`config.mk`:
```
export PLATFORM = sky130hd
export DESIGN_NAME = hdmi_tx_cfg_top
export DESIGN_NICKNAME = d
export VERILOG_FILES = /design/src/hdmi_tx_cfg_pkg.sv /design/src/hdmi_tx_cfg_top.sv /design/src/i2c_byte_master.sv /design/src/i2c_reg_write.sv /design/src/adv7513_init_seq.sv /design/src/adv7513_init_rom.sv
export SDC_FILE = /design/constraint.sdc
export NUM_CORES = 1
export LEC_CHECK = 0
export ABC_AREA = 1
export BUFFER_PORTS_ARGS = -buffer_cell sky130_fd_sc_hd__buf_2
export CAP_MARGIN = 30
export CELL_PAD_IN_SITES_DETAIL_PLACEMENT = 1
export CELL_PAD_IN_SITES_GLOBAL_PLACEMENT = 2
export CORE_MARGIN = 5
export CORE_UTILIZATION = 40
export DETAILED_ROUTE_END_ITERATION = 16
export GPL_TIMING_DRIVEN = 0
export PLACE_DENSITY_LB_ADDON = 0.1
export SLEW_MARGIN = 20
export SYNTH_ARGS = -nofsm -noshare
export SYNTH_HDL_FRONTEND = slang
export SYNTH_SLANG_ARGS = --single-unit
```
`constraint.sdc`:
```
create_clock -name clk -period 2.89 [get_ports clk]
set_input_delay 0.578 -clock clk [delete_from_list [all_inputs] [get_ports clk]]
set_output_delay 0.578 -clock clk [all_outputs]
set_load 0.02 [all_outputs]
```
`src/hdmi_tx_cfg_pkg.sv`:
```
package hdmi_tx_cfg_pkg;

    // 7-bit i2c target address without the r/w bit
    typedef logic [6:0] chip_addr_t;

    // one table entry
    // register address sits in the upper byte
    typedef struct packed {
        logic [7:0] addr;
        logic [7:0] value;
    } reg_entry_t;

    // table length without the pixel repetition pair
    localparam int INIT_LEN_BASE = 24;

    // table length with 3B and 3C appended
    localparam int INIT_LEN_PR = 26;

    // wide enough for the longer table
    localparam int IDX_W = 5;

    // adv7513 main map with the pd pin strapped low
    localparam chip_addr_t ADV7513_ADDR = 7'h39;

endpackage
```
`src/hdmi_tx_cfg_top.sv`:
```
module hdmi_tx_cfg_top #(
    parameter int                          CLK_HZ      = 50_000_000,
    parameter int                          I2C_HZ      = 100_000,
    parameter hdmi_tx_cfg_pkg::chip_addr_t CHIP_ADDR   = hdmi_tx_cfg_pkg::ADV7513_ADDR,
    parameter bit                          PIXEL_REP   = 1'b0,
    parameter bit                          ASPECT_16_9 = 1'b0,
    parameter logic [5:0]                  VIC_MANUAL  = 6'd0
) (
    input  logic clk,
    input  logic reset,
    input  logic hdmi_int,
    input  logic sda_in,
    input  logic scl_in,
    output logic sda_oe,
    output logic scl_oe,
    output logic ready
);
    import hdmi_tx_cfg_pkg::*;

    // table lookup
    logic [IDX_W-1:0] entry_idx;
    reg_entry_t       entry;
    logic             last;

    // sequencer to write engine
    logic             wr_req;
    logic [7:0]       wr_reg;
    logic [7:0]       wr_value;
    logic             wr_ack;
    logic             wr_nack;

    // write engine to byte master
    logic             byte_req;
    logic [7:0]       byte_data;
    logic             byte_start;
    logic             byte_stop;
    logic             byte_ack;
    logic             byte_nack;

    adv7513_init_rom #(
        .PIXEL_REP   (PIXEL_REP),
        .ASPECT_16_9 (ASPECT_16_9),
        .VIC_MANUAL  (VIC_MANUAL)
    ) u_rom (
        .entry_idx (entry_idx),
        .entry     (entry),
        .last      (last)
    );

    adv7513_init_seq u_seq (
        .clk       (clk),
        .reset     (reset),
        .hdmi_int  (hdmi_int),
        .entry_idx (entry_idx),
        .entry     (entry),
        .last      (last),
        .wr_req    (wr_req),
        .wr_reg    (wr_reg),
        .wr_value  (wr_value),
        .wr_ack    (wr_ack),
        .wr_nack   (wr_nack),
        .ready     (ready)
    );

    i2c_reg_write #(
        .CHIP_ADDR (CHIP_ADDR)
    ) u_reg_write (
        .clk        (clk),
        .reset      (reset),
        .wr_req     (wr_req),
        .wr_reg     (wr_reg),
        .wr_value   (wr_value),
        .wr_ack     (wr_ack),
        .wr_nack    (wr_nack),
        .byte_req   (byte_req),
        .byte_data  (byte_data),
        .byte_start (byte_start),
        .byte_stop  (byte_stop),
        .byte_ack   (byte_ack),
        .byte_nack  (byte_nack)
    );

    i2c_byte_master #(
        .CLK_HZ (CLK_HZ),
        .I2C_HZ (I2C_HZ)
    ) u_byte_master (
        .clk        (clk),
        .reset      (reset),
        .byte_req   (byte_req),
        .byte_data  (byte_data),
        .byte_start (byte_start),
        .byte_stop  (byte_stop),
        .byte_ack   (byte_ack),
        .byte_nack  (byte_nack),
        .sda_in     (sda_in),
        .scl_in     (scl_in),
        .sda_oe     (sda_oe),
        .scl_oe     (scl_oe)
    );

endmodule

```
`src/i2c_byte_master.sv`:
```
module i2c_byte_master #(
    parameter int CLK_HZ = 50_000_000,
    parameter int I2C_HZ = 100_000
) (
    input  logic       clk,
    input  logic       reset,
    input  logic       byte_req,
    input  logic [7:0] byte_data,
    input  logic       byte_start,
    input  logic       byte_stop,
    output logic       byte_ack,
    output logic       byte_nack,
    input  logic       sda_in,
    input  logic       scl_in,
    output logic       sda_oe,
    output logic       scl_oe
);

    // quarter of an scl period in clk cycles
    localparam int QUARTER = (CLK_HZ / (4 * I2C_HZ) > 0) ? CLK_HZ / (4 * I2C_HZ) : 1;
    localparam int DIV_W   = (QUARTER > 1) ? $clog2(QUARTER) : 1;

    typedef enum logic [2:0] {
        s_idle,
        s_start,
        s_bit,
        s_ack,
        s_stop,
        s_done
    } state_t;

    state_t           state;
    logic [DIV_W-1:0] div_cnt;
    logic             tick;
    logic [1:0]       phase;
    logic [2:0]       bit_cnt;
    logic [7:0]       shift;
    logic             do_stop;
    // scl parked low after a nack until the stop request arrives
    logic             held;

    assign tick = (div_cnt == DIV_W'(QUARTER - 1));

    // divider only runs while something is on the wire
    always_ff @(posedge clk) begin
        if (!reset) begin
            div_cnt <= '0;
        end else if (state == s_idle || state == s_done || tick) begin
            div_cnt <= '0;
        end else begin
            div_cnt <= div_cnt + 1'b1;
        end
    end

    // msb goes first
    always_ff @(posedge clk) begin
        if (state == s_idle && byte_req) begin
            shift <= byte_data;
        end else if (state == s_bit && tick && phase == 2'd3) begin
            shift <= {shift[6:0], 1'b0};
        end
    end

    // each bit is four quarters
    // sda moves in q0 with scl low, scl rises in q1 and falls in q3
    always_ff @(posedge clk) begin
        if (!reset) begin
            state     <= s_idle;
            phase     <= 2'd0;
            bit_cnt   <= 3'd0;
            do_stop   <= 1'b0;
            held      <= 1'b0;
            byte_ack  <= 1'b0;
            byte_nack <= 1'b0;
            sda_oe    <= 1'b0;
            scl_oe    <= 1'b0;
        end else begin
            if (tick) begin
                phase <= phase + 1'b1;
            end
            case (state)
                s_idle: begin
                    if (byte_req) begin
                        phase     <= 2'd0;
                        bit_cnt   <= 3'd7;
                        do_stop   <= byte_stop;
                        byte_nack <= 1'b0;
                        if (held && byte_stop) begin
                            held  <= 1'b0;
                            state <= s_stop;
                        end else if (byte_start) begin
                            state <= s_start;
                        end else begin
                            state <= s_bit;
                        end
                    end
                end
                s_start: begin
                    if (tick) begin
                        case (phase)
                            // sda falls while scl is high
                            2'd1: sda_oe <= 1'b1;
                            2'd3: begin
                                scl_oe <= 1'b1;
                                state  <= s_bit;
                            end
                            default: ;
                        endcase
                    end
                end
                s_bit: begin
                    if (tick) begin
                        case (phase)
                            2'd0: sda_oe <= !shift[7];
                            2'd1: scl_oe <= 1'b0;
                            2'd3: begin
                                scl_oe <= 1'b1;
                                if (bit_cnt == 3'd0) begin
                                    state <= s_ack;
                                end else begin
                                    bit_cnt <= bit_cnt - 1'b1;
                                end
                            end
                            default: ;
                        endcase
                    end
                end
                s_ack: begin
                    if (tick) begin
                        case (phase)
                            // let the target pull sda
                            2'd0: sda_oe <= 1'b0;
                            2'd1: scl_oe <= 1'b0;
                            // high sda in the middle of scl high is a nack
                            2'd2: byte_nack <= sda_in;
                            2'd3: begin
                                scl_oe <= 1'b1;
                                if (do_stop) begin
                                    state <= s_stop;
                                end else begin
                                    held     <= byte_nack;
                                    byte_ack <= 1'b1;
                                    state    <= s_done;
                                end
                            end
                        endcase
                    end
                end
                s_stop: begin
                    if (tick) begin
                        case (phase)
                            2'd0: sda_oe <= 1'b1;
                            2'd1: scl_oe <= 1'b0;
                            // sda rises while scl is high
                            2'd2: sda_oe <= 1'b0;
                            2'd3: begin
                                byte_ack <= 1'b1;
                                state    <= s_done;
                            end
                        endcase
                    end
                end
                s_done: begin
                    if (!byte_req) begin
                        byte_ack <= 1'b0;
                        state    <= s_idle;
                    end
                end
                default: state <= s_idle;
            endcase
        end
    end

    // with scl high on the bus only start and stop may move sda
    assert property (@(posedge clk) disable iff (!reset)
        $changed(sda_oe) && $past(scl_in) |-> $past(state) inside {s_start, s_stop});

endmodule

```
`src/i2c_reg_write.sv`:
```
module i2c_reg_write #(
    parameter hdmi_tx_cfg_pkg::chip_addr_t CHIP_ADDR = hdmi_tx_cfg_pkg::ADV7513_ADDR
) (
    input  logic       clk,
    input  logic       reset,
    input  logic       wr_req,
    input  logic [7:0] wr_reg,
    input  logic [7:0] wr_value,
    output logic       wr_ack,
    output logic       wr_nack,
    output logic       byte_req,
    output logic [7:0] byte_data,
    output logic       byte_start,
    output logic       byte_stop,
    input  logic       byte_ack,
    input  logic       byte_nack
);

    typedef enum logic [1:0] {
        s_idle,
        s_send,
        s_release,
        s_ack
    } state_t;

    state_t state;

    // 0 address, 1 register, 2 value with stop, 3 bare stop
    logic [1:0] step;

    // set once any byte of this write went unacknowledged
    logic nack_seen;

    always_ff @(posedge clk) begin
        if (!reset) begin
            state      <= s_idle;
            step       <= 2'd0;
            nack_seen  <= 1'b0;
            wr_ack     <= 1'b0;
            wr_nack    <= 1'b0;
            byte_req   <= 1'b0;
            byte_data  <= 8'h00;
            byte_start <= 1'b0;
            byte_stop  <= 1'b0;
        end else begin
            case (state)
                s_idle: begin
                    // address byte with the write bit behind a start
                    if (wr_req) begin
                        step       <= 2'd0;
                        nack_seen  <= 1'b0;
                        byte_req   <= 1'b1;
                        byte_data  <= {CHIP_ADDR, 1'b0};
                        byte_start <= 1'b1;
                        byte_stop  <= 1'b0;
                        state      <= s_send;
                    end
                end
                s_send: begin
                    if (byte_ack) begin
                        byte_req <= 1'b0;
                        // the bare stop has no acknowledge to judge
                        if (byte_nack && step != 2'd3) begin
                            nack_seen <= 1'b1;
                        end
                        state <= s_release;
                    end
                end
                s_release: begin
                    if (!byte_ack) begin
                        if (step[1]) begin
                            // value byte or bare stop closed the transaction
                            wr_ack  <= 1'b1;
                            wr_nack <= nack_seen;
                            state   <= s_ack;
                        end else if (nack_seen) begin
                            // target dropped out so only release the bus
                            step       <= 2'd3;
                            byte_req   <= 1'b1;
                            byte_data  <= 8'hff;
                            byte_start <= 1'b0;
                            byte_stop  <= 1'b1;
                            state      <= s_send;
                        end else begin
                            step       <= step + 1'b1;
                            byte_req   <= 1'b1;
                            byte_data  <= step[0] ? wr_value : wr_reg;
                            byte_start <= 1'b0;
                            byte_stop  <= step[0];
                            state      <= s_send;
                        end
                    end
                end
                s_ack: begin
                    if (!wr_req) begin
                        wr_ack <= 1'b0;
                        state  <= s_idle;
                    end
                end
                default: state <= s_idle;
            endcase
        end
    end

    // no byte goes out while the finished write is being reported
    assert property (@(posedge clk) disable iff (!reset)
        !(byte_req && wr_ack));

endmodule

```
`src/adv7513_init_seq.sv`:
```
module adv7513_init_seq (
    input  logic                              clk,
    input  logic                              reset,
    input  logic                              hdmi_int,
    output logic [hdmi_tx_cfg_pkg::IDX_W-1:0] entry_idx,
    input  hdmi_tx_cfg_pkg::reg_entry_t       entry,
    input  logic                              last,
    output logic                              wr_req,
    output logic [7:0]                        wr_reg,
    output logic [7:0]                        wr_value,
    input  logic                              wr_ack,
    input  logic                              wr_nack,
    output logic                              ready
);

    typedef enum logic [1:0] {
        s_issue,
        s_wait_ack,
        s_wait_ack_low,
        s_idle
    } state_t;

    state_t state;

    // result of the handshake that just finished
    logic wr_ok;

    // entry is only looked at while no write is outstanding
    always_ff @(posedge clk) begin
        if (state == s_issue) begin
            wr_reg   <= entry.addr;
            wr_value <= entry.value;
        end
    end

    always_ff @(posedge clk) begin
        if (!reset) begin
            state     <= s_issue;
            entry_idx <= '0;
            wr_req    <= 1'b0;
            wr_ok     <= 1'b0;
            ready     <= 1'b0;
        end else begin
            case (state)
                s_issue: begin
                    // payload is latched on this same edge
                    wr_req <= 1'b1;
                    state  <= s_wait_ack;
                end
                s_wait_ack: begin
                    if (wr_ack) begin
                        wr_req <= 1'b0;
                        wr_ok  <= !wr_nack;
                        state  <= s_wait_ack_low;
                    end
                end
                s_wait_ack_low: begin
                    // index still points at the entry just written
                    if (!wr_ack) begin
                        if (!wr_ok) begin
                            // no ack from the target so send the same entry again
                            state <= s_issue;
                        end else if (last) begin
                            entry_idx <= '0;
                            ready     <= 1'b1;
                            state     <= s_idle;
                        end else begin
                            entry_idx <= entry_idx + 1'b1;
                            state     <= s_issue;
                        end
                    end
                end
                s_idle: begin
                    // interrupt pending so replay the table from the top
                    if (!hdmi_int) begin
                        ready <= 1'b0;
                        state <= s_issue;
                    end
                end
                default: state <= s_issue;
            endcase
        end
    end

    // a raised request is held until the write engine answers
    assert property (@(posedge clk) disable iff (!reset)
        $fell(wr_req) |-> $past(wr_ack));

endmodule

```
`src/adv7513_init_rom.sv`:
```
module adv7513_init_rom #(
    parameter bit         PIXEL_REP   = 1'b0,
    parameter bit         ASPECT_16_9 = 1'b0,
    parameter logic [5:0] VIC_MANUAL  = 6'd0
) (
    input  logic [hdmi_tx_cfg_pkg::IDX_W-1:0] entry_idx,
    output hdmi_tx_cfg_pkg::reg_entry_t       entry,
    output logic                              last
);
    import hdmi_tx_cfg_pkg::*;

    // final index moves out by two when pixel repetition is enabled
    localparam logic [IDX_W-1:0] LAST_IDX =
        IDX_W'(PIXEL_REP ? INIT_LEN_PR - 1 : INIT_LEN_BASE - 1);

    // input aspect ratio bit in register 17
    localparam logic [7:0] REG17_VAL = ASPECT_16_9 ? 8'h02 : 8'h00;

    assign last = (entry_idx == LAST_IDX);

    always_comb begin
        entry = '0;
        case (entry_idx)
            // power up all circuits with sync adjust off
            5'd0:  entry = {8'h41, 8'h10};
            // fixed values the datasheet asks for
            5'd1:  entry = {8'h98, 8'h03};
            5'd2:  entry = {8'h9a, 8'he0};
            5'd3:  entry = {8'h9c, 8'h30};
            5'd4:  entry = {8'h9d, 8'h01};
            5'd5:  entry = {8'ha2, 8'ha4};
            5'd6:  entry = {8'ha3, 8'ha4};
            5'd7:  entry = {8'he0, 8'hd0};
            5'd8:  entry = {8'hf9, 8'h00};
            // 44.1 kHz i2s and 24 bit rgb 444 with separate syncs
            5'd9:  entry = {8'h15, 8'h00};
            // 444 output at 8 bits per colour
            5'd10: entry = {8'h16, 8'h30};
            // sync polarity passes through
            5'd11: entry = {8'h17, REG17_VAL};
            // colour space converter off
            5'd12: entry = {8'h18, 8'h46};
            // hdmi mode without hdcp
            5'd13: entry = {8'haf, 8'h06};
            // no clock delay
            5'd14: entry = {8'hba, 8'h60};
            // automatic cts from i2s at 128 fs
            5'd15: entry = {8'h0a, 8'h00};
            // audio n value 0x1880 for 44.1 kHz
            5'd16: entry = {8'h01, 8'h00};
            5'd17: entry = {8'h02, 8'h18};
            5'd18: entry = {8'h03, 8'h80};
            // spdif off and mclk generated inside
            5'd19: entry = {8'h0b, 8'h0e};
            // i2s0 only in right justified mode
            5'd20: entry = {8'h0c, 8'h05};
            // 16 bit samples
            5'd21: entry = {8'h0d, 8'h10};
            // enable hpd and monitor sense interrupts
            5'd22: entry = {8'h94, 8'hc0};
            // writing ones here clears the pending interrupts
            5'd23: entry = {8'h96, 8'hc0};
            // manual pixel repetition x2
            5'd24: entry = PIXEL_REP ? {8'h3b, 8'hc8} : '0;
            // vic sent in the avi infoframe
            5'd25: entry = PIXEL_REP ? {8'h3c, 2'b00, VIC_MANUAL} : '0;
            default: entry = '0;
        endcase
    end

endmodule

```
==> out/qor.yml, run 1 <==
cells_and_area:
  final_core_util_pct: 45.50
  n_antenna_cell: 0
  nets: 540
  area_growth_pct: 9.932
  instances_no_fill: 652
  drive_gt1_share_pct: 11.28
  fin_area_um2: 4224
clock_network:
  clockBufferDepth: 2
  cts_setup_buffers: 0
  cts_hold_buf: 0
  postCtsResizedCells: 0
  cts_buffers: 9
  cts_root_buf: "clkbuf_8"
  clk_pin_slew_ns: 0.09
  clock_latency_ns: 0.35
  htreeDepth: 3
  cts_tree: "yes"
  cts_sinks: 73
placed_design:
  placed_area_um2: 4041
  dpl.hpwl_mm: 7.449
  gp_congestion: 0.8810
  port_buffers: 6
  dpl.cell_count: 636
job:
  maxCapViolCount: 0
timing:
  min_period_ns: 2.004
  fmax_mhz: 499.1
  worst_pin_slew_ns: 0.8252
  hold_violations: 0
  fin_worst_skew_ns: 0.008110
  tns_ns: 0
  slew_viol_final: 0
  setup_viol: 0
  rsz0062_at_grt: "no"
  min_period_over_period_pct: 69.33
  max_slew_margin_pct: 44.93
setup_path:
  worstPathArrival_ns: 2.07
  start_kind: "flop"
  critPathKind: "reg2reg"
  worstSetupEndpointType: "flop"
  cp_data_required_time_ns: 2.95
  path_max_fanout: 6
die:
  placementRows: 35
  die-width_um: 108.0
  die_area_um2: 11670
  start_util_pct: 41.39
  fp.dieH_um: 108.0
  core-area_um2: 9284
  ios: 8
hold_path:
  hold_class: "reg2reg"
synth:
  synth_edf_count: 24
  synth_top_flop_cell: "dfxtp_1"
  syn-cell-area_um2: 3842
  synth_area_per_cell_um2: 7.685
  async_flop_share_pct: 0
  synth_cell_types: 40
  synth.most_common_cell: "nand2_1"
  synth_warnings: 0
  yosys-top-cells-count: "nand2_1 (123), inv_1 (50), dfxtp_1 (49), nor2_1 (49), a21oi_1 (45)"
  synth_cells: 500
  netlist_top_cells_area: "dfxtp_1 (26%), edfxtp_1 (19%), nand2_1 (12%)"
  synth-seq-cells: 73
  synth_top_area_share_pct: 25.53
  yosys.area.top_type: "dfxtp_1"
  ys_seq_area_share_pct: 44.29
  synth_fp_nets: 522
detailed_routing:
  drt-met1-wl_mm: 4.428
  drc_errors: 0
  via_per_inst: 5.054
  dr.pass1.iters: 4
  wl_met2_mm: 4.814
  top_layer_used: "met4"
  vias: 3295
  totalWireLength_mm: 9.632
  antenna_left: 0
  wl_per_cell_um: 14.77
  wl_met3_um: 218
  dr.first_iter.drc_count: 133
power:
  powerDensity_nw_per_um2: 703.8
  irDropWorstVdd_v: 0.0002313
  leakagePower_uw: 0.001771
status:
  outcome: "finished clean"
global_routing:
  grt_usage_pct: 17.80
  antenna_found_initial: 0
  gr-total-overflow: 0
  grt_pass1_vias: 3340
  grt_pass1_wl_mm: 16.55
  grt_max_degree: 18
[layout by cell type (no fill, tap or decap), drive strengths merged]
master and instances:
o22ai 8, edfxtp 24, nor2 59, nor4 1, a22o 1, clkbuf 12, xnor2 2, a21oi 47
dfxtp 49, and3 1, nor3 3, buf 14, a211oi 2, a31oi 1, o21bai 1, o31ai 2
nand2 131, o21a 1, o21ai 36, o211ai 5, o221ai 3, clkinv 2, nand3b 1, o311a 1
inv 63, clkinvlp 2, xor2 3, ha 17, nand4 4, nand3 27
[layout make-up]
type / count / area (um^2)
Clock inverter: 7 / 58.81
Fill cell: 1190 / 5060
Tap cell: 129 / 161.4
Multi-Input combinational cell: 357 / 1852
Clock buffer: 9 / 123.9
Sequential cell: 73 / 1702
Inverter: 60 / 227.7
Timing Repair Buffer: 7 / 35.03
Buffer: 10 / 63.81
[final timing paths]
| check | startpoint | endpoint | slack [ns] | cells past startpoint |
|---|---|---|---|---|
| hold / removal | u_reg_write.byte_data[7] | u_reg_write.byte_data[7] | 0.47 | 2 |
| hold reg to reg | u_reg_write.byte_data[7] | u_reg_write.byte_data[7] | 0.47 | 2 |
| setup reg to reg | u_byte_master.div_cnt[0] | u_byte_master.shift[2] | 0.89 | 9 |
| setup / recovery | u_byte_master.div_cnt[0] | u_byte_master.shift[2] | 0.89 | 9 |
[critical path, cell delays in order, from the launching register on]
cell and delay [ns]:
dfxtp_1 0.35, inv_1 0.07, ha_1 0.13, nand2_1 0.05, inv_1 0.05, nand2_1 0.18
inv_1 0.13, nand2_1 0.15, o21ai_0 0.36, buf_2 0.26
[stage by stage]
stage	hold WS, ns	worst slack [ns]	power, uW
2_1_floorplan	0.4300	1.010	2021
3_3_place_gp	0.4456	0.5363	2203
3_5_place_dp	0.4567	0.9024	2246
4_1_cts	0.4713	0.8820	3021
5_1_grt	0.4791	0.6407	3195
6_report	0.4689	0.8863	2973
[kinds of logic after synthesis]
kind of cell | after synthesis | share of synthesized area [%]
AO/OA/AOI/OAI | 108 | 15.79
XOR/XNOR | 5 | 1.140
adder cells (fa/ha/maj) | 17 | 5.536
buffers and inverters | 70 | 7.587
flip-flops | 73 | 44.29
AND/OR/NAND/NOR | 227 | 25.66
[report_power, final]
part           switching, uW  total [uW]  internal [uW]  leakage (uW)
registers               97.6        1320           1220      0.000631
logic                    592         893            301       0.00105
clock network            434         761            327     0.0000891
[per-layer routing]
layer	global-route usage [%]	up-vias
met5	0	-
met4	5.951	0
met3	3.104	15
met2	31.17	45
met1	22.13	1546
li1	-	1689
Power figures use the tool's default switching activity.
==> inputs of run 2 (changes only) <==
- CORE_UTILIZATION: 40 -> 37
- clock period: 2.89 -> 1.9 ns (I/O delays scaled with it)
==> run 2 against run 1 <==
Clock skew about the same; flip-flop and latch count unchanged; cell count increased by 0.92%; utilization is 4.0 points lower; sequential power grew 52%; sequential share of layout area decreased by 0.13 points; clock power rose by 50%; die area up 7.3%; via count is 0.55% higher; non-clock buffer count did not move; cell area increased by 0.53%.
==> out/qor.yml, run 2 (same netlist as run 1, synthesis figures left out) <==
status:
  outcome: "finished clean"  # unchanged
setup_path:
  worstSetupEndpointType: "flop"  # unchanged
  cp_slowest_stage_delay_ns: 0.34  # was 0.36 ns
  path_max_fanout: 5  # was 6
  crit_slowest_cell: "dfxtp_1"  # was o21ai_0
  worstPathArrival_ns: 1.79  # was 2.07 ns
  crit_chain: "inv_1, ha_1, nand2_1, inv_1, nand2_1, inv_1, nand2_1, o21ai_4, buf_4"  # was inv_1, ha_1, nand2_1, inv_1, nand2_1, inv_1, nand2_1, o21ai_0, buf_2
  start_kind: "flop"  # unchanged
  r2r_cells: 9  # unchanged
  critPathKind: "reg2reg"  # unchanged
  cp_data_required_time_ns: 1.96  # was 2.95 ns
cells_and_area:
  n_antenna_cell: 0  # unchanged
  nets: 540  # unchanged
  fillers: 1288  # was 1190
  area_growth_pct: 10.52  # was 9.932%
  layout_common_cells: "nand2_1 (123), inv_1 (50), nor2_1 (48)"  # was nand2_1 (123), inv_1 (50), dfxtp_1 (49)
  layout_commonest_cell: "nand2_1"  # unchanged
  drive_gt1_share_pct: 11.49  # was 11.28%
  fin_area_um2: 4247  # was 4224 um^2
detailed_routing:
  wl_per_cell_um: 14.73  # was 14.77 um
  antenna_left: 0  # unchanged
  drc_errors: 0  # unchanged
  dr.first_iter.drc_count: 106  # was 133
  dr.pass1.iters: 4  # unchanged
  vias: 3313  # was 3295
  totalWireLength_mm: 9.693  # was 9.632 mm
  via_per_inst: 5.035  # was 5.054
power:
  p_seq_share_pct: 44.4  # about the same
  swShare_pct: 35.56  # was 37.80%
  powerDensity_nw_per_um2: 1065  # was 703.8 nW/um^2
  pwr-share-comb_pct: 30.3  # was 30.1%
  irDropWorstVdd_v: 0.0003398  # was 0.0002313 V
  leakagePower_uw: 0.001777  # was 0.001771 uW
  p_total_uw: 4524  # was 2973 uW
  switchingPower_uw: 1608  # was 1124 uW
  intPower_uw: 2915  # was 1849 uW
  clock_power_share_pct: 25.2  # was 25.6%
global_routing:
  grt_max_degree: 18  # unchanged
  antenna_found_initial: 0  # unchanged
  grt_pass1_wl_mm: 16.62  # was 16.55 mm
  grt_usage_pct: 16.41  # was 17.80%
  grt_pass1_vias: 3450  # was 3340
  gr-total-overflow: 0  # unchanged
timing:
  setup_viol: 0  # unchanged
  min_period_over_period_pct: 91.24  # was 69.33%
  min_period_ns: 1.734  # was 2.004 ns
  max_slew_margin_pct: 45.68  # was 44.93%
  worst_pin_slew_ns: 0.8140  # was 0.8252 ns
  hold_violations: 0  # unchanged
  tns_ns: 0  # unchanged
  timing.hold.ws_ns: 0.3515  # was 0.4689 ns
  rsz0062_at_grt: "no"  # unchanged
  fmax_mhz: 576.8  # was 499.1 MHz
  fin_worst_skew_ns: 0.008428  # was 0.008110 ns
  slew_viol_final: 0  # unchanged
placed_design:
  gp_congestion: 0.9009  # was 0.8810
  dpl.hpwl_mm: 7.527  # was 7.449 mm
  placed_area_um2: 4053  # was 4041 um^2
  port_buffers: 6  # unchanged
die:
  start_util_pct: 37.56  # was 41.39%
  core-area_um2: 10230  # was 9284 um^2
  die-width_um: 111.9  # was 108.0 um
  fp.dieH_um: 111.9  # was 108.0 um
  ios: 8  # unchanged
  placementRows: 37  # was 35
  die_area_um2: 12520  # was 11670 um^2
clock_network:
  clock_latency_ns: 0.34  # was 0.35 ns
  cts_root_buf: "clkbuf_8"  # unchanged
  clk_pin_slew_ns: 0.08  # was 0.09 ns
  htreeDepth: 3  # unchanged
  cts_sinks: 73  # unchanged
  clockBufferDepth: 2  # unchanged
  cts_buffers: 9  # unchanged
  cts_tree: "yes"  # unchanged
  cts_hold_buf: 0  # unchanged
  cts_setup_buffers: 0  # unchanged
hold_path:
  hold_path_depth: 3  # was 2
  hold_class: "in2reg"  # was reg2reg
job:
  maxCapViolCount: 0  # unchanged
[run 2: cell type report]
| type | count | area (um^2) | share of cell area (%) |
|---|---|---|---|
| clock buffers | 10 | 127.6 | 3.005 |
| inverters | 60 | 231.5 | 5.451 |
| flip-flops and latches | 73 | 1705 | 40.16 |
| repair buffers | 7 | 37.54 | 0.8839 |
| plain buffers | 10 | 63.81 | 1.503 |
| clock inverters | 5 | 47.55 | 1.120 |
| multi-input cells | 357 | 1863 | 43.87 |
| well taps | 136 | 170.2 | 4.007 |
[run 2: routing by layer]
layer | global-route usage, % | part of all wire (%) | vias up
met3 | 2.663 | 1.9 | 26
met4 | 8.354 | 3.2 | 0
met5 | 0 | 0 | -
met2 | 29.46 | 50 | 35
met1 | 18.67 | 45 | 1560
li1 | - | - | 1692
[run 2: critical path: cells and delay by family (launching register included)]
| kind | cells | cell delay, ns |
|---|---|---|
| flops | 1 | 0.34 |
| fa+ha+maj | 1 | 0.14 |
| simple gates | 3 | 0.35 |
| buf+inv | 4 | 0.40 |
| compound gates | 1 | 0.22 |
[run 2: repair_timing]
item / CTS / global route
pin swaps: 0 / 0
endpoints found under the setup margin: 6 / 10
resized for setup: 3 / 4
[run 2: power groups by stage]
stage / registers [uW] / logic (uW) / clock network (uW)
2_1_floorplan: 2010 / 1060 / 0
4_1_cts: 2010 / 1390 / 1190
3_3_place_gp: 2040 / 1330 / 0
3_5_place_dp: 2040 / 1380 / 0
6_report: 2010 / 1370 / 1140
5_1_grt: 2030 / 1570 / 1280
[run 2: per-stage QoR]
step           util [%]  setup slack, ns  std cells
2_1_floorplan         -          0.01975        500
3_3_place_gp      39.51          -0.4289        642
3_5_place_dp      39.61          -0.1433        643
4_1_cts           41.37          0.01768        658
5_1_grt           41.51        0.0009193        658
6_report          41.51           0.1664        658
[run 2: worst paths after layout]
check	slack (ns)	start	to
max	0.17	u_byte_master.div_cnt[0]	u_byte_master.shift[3]
min	0.35	sda_in	u_byte_master.byte_nack
max reg2reg	0.17	u_byte_master.div_cnt[0]	u_byte_master.shift[3]
min reg2reg	0.47	u_byte_master.div_cnt[0]	u_byte_master.div_cnt[0]
